### config.mk
export PLATFORM = sky130hd
export DESIGN_NAME = cpuTop
export DESIGN_NICKNAME = d
export VERILOG_FILES = /design/src/hdl/isaPkg.sv /design/src/hdl/pipePkg.sv /design/src/hdl/fetchStage.sv /design/src/hdl/decodeStage.sv /design/src/hdl/regFile.sv /design/src/hdl/executeStage.sv /design/src/hdl/writebackStage.sv /design/src/hdl/cpuTop.sv
export SDC_FILE = /design/constraint.sdc
export NUM_CORES = 2
export LEC_CHECK = 0
export BUFFER_PORTS_ARGS = -buffer_cell sky130_fd_sc_hd__buf_2
export CORE_MARGIN = 2
export CORE_UTILIZATION = 45
export DETAILED_ROUTE_END_ITERATION = 6
export PLACE_DENSITY = 0.62
export REMOVE_ABC_BUFFERS = 1
export SLEW_MARGIN = 20
export SYNTH_ARGS = -nofsm -noshare
export SYNTH_HDL_FRONTEND = slang
export SYNTH_SLANG_ARGS = --single-unit
### constraint.sdc
create_clock -name clk -period 4.67 [get_ports clk]
set_input_delay 0.2335 -clock clk [delete_from_list [all_inputs] [get_ports clk]]
set_output_delay 0.2335 -clock clk [all_outputs]
set_load 0.005 [all_outputs]
### src/hdl/isaPkg.sv
package isaPkg;

   typedef logic [31:0] dataWord;
   typedef logic [4:0]  regIndex;
   typedef logic [5:0]  opcodeField;
   typedef logic [5:0]  functField;

   // Primary opcodes
   localparam opcodeField opcodeRFormat = 6'h00;
   localparam opcodeField opcodeAddi    = 6'h03;
   localparam opcodeField opcodeSubi    = 6'h02;
   localparam opcodeField opcodeXori    = 6'h01;
   localparam opcodeField opcodeAndi    = 6'h0F;
   localparam opcodeField opcodeOri     = 6'h0C;
   localparam opcodeField opcodeSw      = 6'h1F;
   localparam opcodeField opcodeLw      = 6'h1E;
   localparam opcodeField opcodeBeq     = 6'h30;
   localparam opcodeField opcodeBne     = 6'h31;

   // R-format function codes
   localparam functField functAdd = 6'h03;
   localparam functField functSub = 6'h02;
   localparam functField functXor = 6'h01;
   localparam functField functAnd = 6'h07;
   localparam functField functOr  = 6'h04;
   localparam functField functSlt = 6'h36;
   localparam functField functSle = 6'h37;

   // Instruction fields
   localparam int opcodeMsb = 31;
   localparam int opcodeLsb = 26;
   localparam int rsMsb     = 25;
   localparam int rsLsb     = 21;
   localparam int rtMsb     = 20;
   localparam int rtLsb     = 16;
   localparam int rdMsb     = 15;
   localparam int rdLsb     = 11;
   localparam int immMsb    = 15;
   localparam int immLsb    = 0;
   localparam int functMsb  = 5;
   localparam int functLsb  = 0;

   localparam dataWord instrBytes = 32'd4;

endpackage

### src/hdl/pipePkg.sv
package pipePkg;

   typedef enum logic [2:0] {
      opAdd,
      opSub,
      opXor,
      opAnd,
      opOr,
      opSlt,
      opSle
   } aluOp;

   // Decode to fetch, offset counted in words
   typedef struct packed {
      logic            taken;
      isaPkg::dataWord offset;
   } branchCtrl;

   typedef struct packed {
      aluOp            op;
      isaPkg::dataWord operandA;
      isaPkg::dataWord operandB;
      isaPkg::dataWord storeData;
      isaPkg::regIndex destReg;
      logic            regWrite;
      logic            memRead;
      logic            memWrite;
   } idExBundle;

   typedef struct packed {
      isaPkg::dataWord aluResult;
      isaPkg::dataWord storeData;
      isaPkg::regIndex destReg;
      logic            regWrite;
      logic            memRead;
      logic            memWrite;
   } exMemBundle;

   typedef struct packed {
      logic            enable;
      isaPkg::regIndex index;
      isaPkg::dataWord value;
   } regWritePort;

endpackage

### src/hdl/fetchStage.sv
`timescale 1ns/10ps

module fetchStage #(
   parameter isaPkg::dataWord resetAddr = '0
) (
   input  logic               clk,
   input  logic               reset,
   input  pipePkg::branchCtrl branch,
   output isaPkg::dataWord    instrAddr,
   input  isaPkg::dataWord    instrIn,
   output isaPkg::dataWord    instr,
   output isaPkg::dataWord    nextPc
);

   isaPkg::dataWord seqAddr;
   isaPkg::dataWord branchTarget;

   assign seqAddr = instrAddr + isaPkg::instrBytes;

   // Relative to the address after the branch
   assign branchTarget = nextPc + (branch.offset << 2);

   always_ff @(posedge clk) begin
      if (reset) begin
         instrAddr <= resetAddr;
      end else if (branch.taken) begin
         instrAddr <= branchTarget;
      end else begin
         instrAddr <= seqAddr;
      end
   end

   // Fetch/decode register
   always_ff @(posedge clk) begin
      nextPc <= seqAddr;
      if (reset) begin
         // All zero decodes as NOP
         instr <= '0;
      end else begin
         instr <= instrIn;
      end
   end

endmodule

### src/hdl/decodeStage.sv
`timescale 1ns/10ps

module decodeStage (
   input  logic               clk,
   input  logic               reset,
   input  isaPkg::dataWord    instr,
   input  isaPkg::dataWord    nextPc,
   output isaPkg::regIndex    readA,
   output isaPkg::regIndex    readB,
   input  isaPkg::dataWord    dataA,
   input  isaPkg::dataWord    dataB,
   output pipePkg::branchCtrl branch,
   output pipePkg::idExBundle toExecute
);

   isaPkg::opcodeField opcode;
   isaPkg::functField  funct;
   isaPkg::regIndex    rd;
   isaPkg::dataWord    immExt;
   pipePkg::aluOp      op;
   logic               useImm;
   logic               destIsRt;
   logic               regWrite;
   logic               memRead;
   logic               memWrite;
   logic               isBeq;
   logic               isBne;

   assign opcode = instr[isaPkg::opcodeMsb:isaPkg::opcodeLsb];
   assign funct  = instr[isaPkg::functMsb:isaPkg::functLsb];
   assign readA  = instr[isaPkg::rsMsb:isaPkg::rsLsb];
   assign readB  = instr[isaPkg::rtMsb:isaPkg::rtLsb];
   assign rd     = instr[isaPkg::rdMsb:isaPkg::rdLsb];
   assign immExt = {{16{instr[isaPkg::immMsb]}}, instr[isaPkg::immMsb:isaPkg::immLsb]};

   always_comb begin
      op       = pipePkg::opAdd;
      useImm   = 1'b1;
      destIsRt = 1'b1;
      regWrite = 1'b0;
      memRead  = 1'b0;
      memWrite = 1'b0;
      isBeq    = 1'b0;
      isBne    = 1'b0;
      case (opcode)
         isaPkg::opcodeAddi: regWrite = 1'b1;
         isaPkg::opcodeSubi: begin
            op       = pipePkg::opSub;
            regWrite = 1'b1;
         end
         isaPkg::opcodeXori: begin
            op       = pipePkg::opXor;
            regWrite = 1'b1;
         end
         isaPkg::opcodeAndi: begin
            op       = pipePkg::opAnd;
            regWrite = 1'b1;
         end
         isaPkg::opcodeOri: begin
            op       = pipePkg::opOr;
            regWrite = 1'b1;
         end
         isaPkg::opcodeLw: begin
            regWrite = 1'b1;
            memRead  = 1'b1;
         end
         isaPkg::opcodeSw:  memWrite = 1'b1;
         isaPkg::opcodeBeq: isBeq = 1'b1;
         isaPkg::opcodeBne: isBne = 1'b1;
         isaPkg::opcodeRFormat: begin
            useImm   = 1'b0;
            destIsRt = 1'b0;
            regWrite = 1'b1;
            case (funct)
               isaPkg::functAdd: op = pipePkg::opAdd;
               isaPkg::functSub: op = pipePkg::opSub;
               isaPkg::functXor: op = pipePkg::opXor;
               isaPkg::functAnd: op = pipePkg::opAnd;
               isaPkg::functOr:  op = pipePkg::opOr;
               isaPkg::functSlt: op = pipePkg::opSlt;
               isaPkg::functSle: op = pipePkg::opSle;
               default:          regWrite = 1'b0;
            endcase
         end
         default: ;
      endcase
   end

   // Resolved here so only the delay slot is in flight
   assign branch.taken  = (isBeq && dataA == dataB) || (isBne && dataA != dataB);
   assign branch.offset = immExt;

   // Decode/execute register
   always_ff @(posedge clk) begin
      toExecute.op        <= op;
      toExecute.operandA  <= dataA;
      toExecute.operandB  <= useImm ? immExt : dataB;
      toExecute.storeData <= dataB;
      toExecute.destReg   <= destIsRt ? readB : rd;
      if (reset) begin
         toExecute.regWrite <= 1'b0;
         toExecute.memRead  <= 1'b0;
         toExecute.memWrite <= 1'b0;
      end else begin
         toExecute.regWrite <= regWrite;
         toExecute.memRead  <= memRead;
         toExecute.memWrite <= memWrite;
      end
   end

endmodule

### src/hdl/regFile.sv
`timescale 1ns/10ps

module regFile (
   input  logic                 clk,
   input  logic                 reset,
   input  isaPkg::regIndex      readA,
   input  isaPkg::regIndex      readB,
   output isaPkg::dataWord      dataA,
   output isaPkg::dataWord      dataB,
   input  pipePkg::regWritePort write
);

   isaPkg::dataWord regs [31:1];

   function automatic isaPkg::dataWord readPort(isaPkg::regIndex idx);
      if (idx == '0) begin
         return '0;
      end else if (write.enable && write.index == idx) begin
         // Same-cycle write seen by the reader
         return write.value;
      end else begin
         return regs[idx];
      end
   endfunction

   always_ff @(posedge clk) begin
      if (reset) begin
         for (int i = 1; i < 32; i++) begin
            regs[i] <= '0;
         end
      end else if (write.enable && write.index != '0) begin
         regs[write.index] <= write.value;
      end
   end

   always_comb begin
      dataA = readPort(readA);
      dataB = readPort(readB);
   end

endmodule

### src/hdl/executeStage.sv
`timescale 1ns/10ps

module executeStage (
   input  logic                clk,
   input  logic                reset,
   input  pipePkg::idExBundle  fromDecode,
   output pipePkg::exMemBundle toWriteback,
   output isaPkg::dataWord     dataAddr,
   output isaPkg::dataWord     writeData,
   output logic                storeEn
);

   isaPkg::dataWord a;
   isaPkg::dataWord b;
   isaPkg::dataWord aluResult;

   assign a = fromDecode.operandA;
   assign b = fromDecode.operandB;

   // Comparisons are unsigned
   always_comb begin
      case (fromDecode.op)
         pipePkg::opAdd: aluResult = a + b;
         pipePkg::opSub: aluResult = a - b;
         pipePkg::opXor: aluResult = a ^ b;
         pipePkg::opAnd: aluResult = a & b;
         pipePkg::opOr:  aluResult = a | b;
         pipePkg::opSlt: aluResult = {31'b0, a < b};
         pipePkg::opSle: aluResult = {31'b0, a <= b};
         default:        aluResult = a + b;
      endcase
   end

   // Execute/memory register
   always_ff @(posedge clk) begin
      toWriteback.aluResult <= aluResult;
      toWriteback.storeData <= fromDecode.storeData;
      toWriteback.destReg   <= fromDecode.destReg;
      if (reset) begin
         toWriteback.regWrite <= 1'b0;
         toWriteback.memRead  <= 1'b0;
         toWriteback.memWrite <= 1'b0;
      end else begin
         toWriteback.regWrite <= fromDecode.regWrite;
         toWriteback.memRead  <= fromDecode.memRead;
         toWriteback.memWrite <= fromDecode.memWrite;
      end
   end

   // Data port straight off the register
   assign dataAddr  = toWriteback.aluResult;
   assign writeData = toWriteback.storeData;
   assign storeEn   = toWriteback.memWrite;

endmodule

### src/hdl/writebackStage.sv
`timescale 1ns/10ps

module writebackStage (
   input  logic                 clk,
   input  logic                 reset,
   input  pipePkg::exMemBundle  fromExecute,
   input  isaPkg::dataWord      readData,
   output pipePkg::regWritePort write
);

   isaPkg::dataWord loadData;
   isaPkg::dataWord aluResult;
   isaPkg::regIndex destReg;
   logic            regWrite;
   logic            memRead;

   // Memory/writeback register
   always_ff @(posedge clk) begin
      loadData  <= readData;
      aluResult <= fromExecute.aluResult;
      destReg   <= fromExecute.destReg;
      if (reset) begin
         regWrite <= 1'b0;
         memRead  <= 1'b0;
      end else begin
         regWrite <= fromExecute.regWrite;
         memRead  <= fromExecute.memRead;
      end
   end

   always_comb begin
      write.enable = regWrite;
      write.index  = destReg;
      write.value  = memRead ? loadData : aluResult;
   end

endmodule

### src/hdl/cpuTop.sv
`timescale 1ns/10ps

module cpuTop #(
   parameter isaPkg::dataWord resetAddr = '0
) (
   input  logic            clk,
   input  logic            reset,
   output isaPkg::dataWord instrAddr,
   input  isaPkg::dataWord instr,
   output isaPkg::dataWord dataAddr,
   output isaPkg::dataWord writeData,
   output logic            storeEn,
   input  isaPkg::dataWord readData
);

   pipePkg::branchCtrl   branch;
   isaPkg::dataWord      decodeInstr;
   isaPkg::dataWord      decodeNextPc;
   isaPkg::regIndex      readA;
   isaPkg::regIndex      readB;
   isaPkg::dataWord      dataA;
   isaPkg::dataWord      dataB;
   pipePkg::idExBundle   idEx;
   pipePkg::exMemBundle  exMem;
   pipePkg::regWritePort rfWrite;

   // Input side
   fetchStage #(
      .resetAddr(resetAddr)
   ) i_fetchStage (
      .clk(clk),
      .reset(reset),
      .branch(branch),
      .instrAddr(instrAddr),
      .instrIn(instr),
      .instr(decodeInstr),
      .nextPc(decodeNextPc)
   );

   decodeStage i_decodeStage (
      .clk(clk),
      .reset(reset),
      .instr(decodeInstr),
      .nextPc(decodeNextPc),
      .readA(readA),
      .readB(readB),
      .dataA(dataA),
      .dataB(dataB),
      .branch(branch),
      .toExecute(idEx)
   );

   regFile i_regFile (
      .clk(clk),
      .reset(reset),
      .readA(readA),
      .readB(readB),
      .dataA(dataA),
      .dataB(dataB),
      .write(rfWrite)
   );

   executeStage i_executeStage (
      .clk(clk),
      .reset(reset),
      .fromDecode(idEx),
      .toWriteback(exMem),
      .dataAddr(dataAddr),
      .writeData(writeData),
      .storeEn(storeEn)
   );

   // Output side
   writebackStage i_writebackStage (
      .clk(clk),
      .reset(reset),
      .fromExecute(exMem),
      .readData(readData),
      .write(rfWrite)
   );

endmodule

==> summary.txt <==
Floorplan
  – Die Y: 396 um
  – Initial Util: 45.4%
  – DIE AREA: 157,000 sq um
  – I/O pin cnt: 163
  – DIE WIDTH: 396 um
  – Rows: 143
  – Core area: 152,000 sq um

Yosys
  – EDFF count, synth: 1,024
  – Top cell type's share of synthesized area: 44.5%
  – Synth async-reset ratio: 0%
  – Synth area leader: edfxtp_1
  – Count of state elements after synthesis: 1,370
  – Synth cell types: 91
  – Post-Syn Instances: 5,523
  – Synth area leaders: edfxtp_1 (44%), mux4_2 (15%), dfxtp_1 (10%)
  – Synth Cell Area: 69,100 sq um
  – Register area share after synthesis: 54.5%
  – Synth warn: 0
  – Synthesized area per cell: 12.5 sq um
  – Main synth FF type: edfxtp_1

Setup path
  – Crit Path Max Fanout: 27
  – Critical path origin: i_fetchStage.instr[23]$_SDFF_PP0_
  – Crit end category: register
  – Required time of the critical path: 5.34 ns
  – Reg2Reg Launch Point: i_fetchStage.instr[23]$_SDFF_PP0_
  – Flop2flop setup slack: -0.008 ns
  – CP startpoint kind: register
  – Critical path class: register to register
  – Arr. time, crit path: 5.35 ns

Global route
  – Gr usage total: 30.3%
  – Number of global-route vias before repair: 49,300
  – Grt total ovfl: 0
  – Initial antenna violation count: 4
  – First-pass GRT wire length: 345,000 um
  – Largest net degree at the start of global routing: 52

Pwr
  – Max IR drop VDD: 427 uV
  – Leakage power: 0.0299 uW
  – Final Power: 32,900 uW
  – PwrDens: 415 nW/um^2

Cells and area
  – Most common cell after layout, fill and taps aside: nor2_1
  – Syn-to-layout area delta: 14.6%
  – Final nets: 5,928
  – Fillers: 12,800
  – Commonest non-fill, non-tap cells in the layout: nor2_1 (1,134), edfxtp_1 (1,024), mux4_2 (475)
  – Final Cell Area: 79,200 sq um
  – Layout cells sized above 1: 23.6%

Detailed routing
  – DR WL/cell: 30.7 um
  – Pre-antenna DRT Iters: 6
  – Vias per cell: 6.38
  – Detailed-route via count: 50,300
  – Routed Antenna Nets: 0
  – Final Routed Wirelength: 242,000 um
  – Initial DRC Count: 6,916
  – # DRC: 0

Placed design
  – Gp weighted congestion: 0.936
  – Dpl cell area: 73,700 sq um
  – Final HPWL DP: 161,000 um
  – PortBufs: 162

Clock tree
  – H-tree depth: 4
  – Worst skew pair latency: 0.81 ns
  – Clock transition at the registers of the reported paths: 0.06 ns
  – CTS tree: built
  – Max clock buf depth: 3
  – Inserted Clock Buffers: 146
  – Root Buffer: clkbuf_16
  – Clock sink count: 1,370

Timing
  – Final Hold Viols: 0
  – Final setup margin: -0.00809 ns
  – Final setup vio count: 2
  – Minimum clock period: 4.68 ns
  – Final Cycle Share: 100%
  – Clock Skews: 0.0328 ns
  – Slew margin rel.: 20.5%
  – Worst-margin pin slew: 1.19 ns
  – Max frequency: 214 MHz
  – Fin. max-slew vios: 0
  – RSZ-0062 raised after global routing: false

Min path
  – Min-delay src: readData[15]
  – Type of the worst min-delay path: input pin to register

Run status
  – Status: finished, violations left
  – Failing checks: setup timing

Job
  – Max-Cap Viols: 0
[layer usage]
layer	GRT usage [%]	wire length [um]
met5	0	13
met1	38.1	86100
met4	15.3	14100
met3	7.51	28900
met2	48.9	113000
[cells by family (layout without fill, tap and decap cells)]
group / after synthesis / after routing / share of synthesized area, %
adder cells (fa/ha/maj): 129 / 129 / 2.37
AO/OA/AOI/OAI: 847 / 847 / 8.72
other: 1 / 33 / 0.00542
flip-flops: 1370 / 1370 / 54.5
multiplexers: 609 / 609 / 17.5
AND/OR/NAND/NOR: 1747 / 1747 / 10.6
buffers and inverters: 723 / 1017 / 5.08
XOR/XNOR: 97 / 97 / 1.24
[critical path, stage by stage (launching register included)]
cell	delay, ns
dfxtp_4	0.67
buf_4	0.38
mux4_2	0.34
mux2_2	0.28
a21oi_1	0.55
o22ai_1	0.29
xnor2_1	0.74
nor4_4	0.07
buf_4	0.20
and4_1	0.21
and4_1	0.22
buf_12	0.17
buf_4	0.15
o211ai_2	0.15
o21ai_2	0.07
[timing repair]
item / in CTS / in global routing
setup endpoints to repair: 32 / 32
hold buffers: 64 / 0
buffers inserted: 5 / 2
gates resized for setup: 3 / 3
endpoints found under the hold margin: 64 / 0
pin swaps: 1 / 1
[Yosys cell counts (107+ instances only)]
cell type  number
nor2_1       1136
edfxtp_1     1024
mux4_2        475
dfxtp_1       346
clkbuf_1      323
nand2_1       303
inv_1         171
a22oi_1       145
a21oi_1       136
ha_1          126
mux2i_1       110
o22ai_1       107
[layout make-up]
cell class	instances	area [sq um]	area share [%]
multi-input combinational	3461	28700	36.2
antenna	1	2.50	0.00316
clock buffer	192	4130	5.21
timing repair buffer	580	4860	6.13
inverter	174	654	0.826
clock inverter	71	681	0.859
tap	2030	2540	3.21
sequential	1370	37700	47.6
[metrics by stage]
step	setup WS (ns)	setup TNS, ns	hold WS (ns)	util, %	std cells
6_report	-0.00809	-0.0134	0.0575	52.0	7879
5_1_grt	0.00582	0	0.0629	52.0	7878
4_1_cts	0.0390	0	0.0224	52.0	7876
3_5_place_dp	-0.815	-24.69	0.313	48.4	7544
3_3_place_gp	-1.26	-38.92	0.312	48.4	7544
2_1_floorplan	-10.27	-1081.13	0.261	-	5005
[registers in the layout, summed over array words and instances, names as in the netlist, 32 cells and up]
signal                      cells
i_decodeStage.toExecute       107
i_executeStage.dataAddr        32
i_executeStage.writeData       32
i_fetchStage.instr             32
i_fetchStage.instrAddr         32
i_fetchStage.nextPc            32
i_regFile.regs               1024
i_writebackStage.aluResult     32
i_writebackStage.loadData      32
[where the power goes]
part	switching [uW]	internal, uW
clock network	5020	6800
registers	575	13900
logic	4380	2210
[path summary, 6_finish.rpt]
check                                                             end  cells after the start
worst max-delay path            i_fetchStage.instrAddr[20]$_SDFF_PP0_                     14
worst min-delay path            i_writebackStage.loadData[15]$_DFF_P_                      2
worst max register to register  i_fetchStage.instrAddr[20]$_SDFF_PP0_                     14
worst min register to register   i_executeStage.writeData[30]$_DFF_P_                      0
Power figures use the tool's default switching activity.
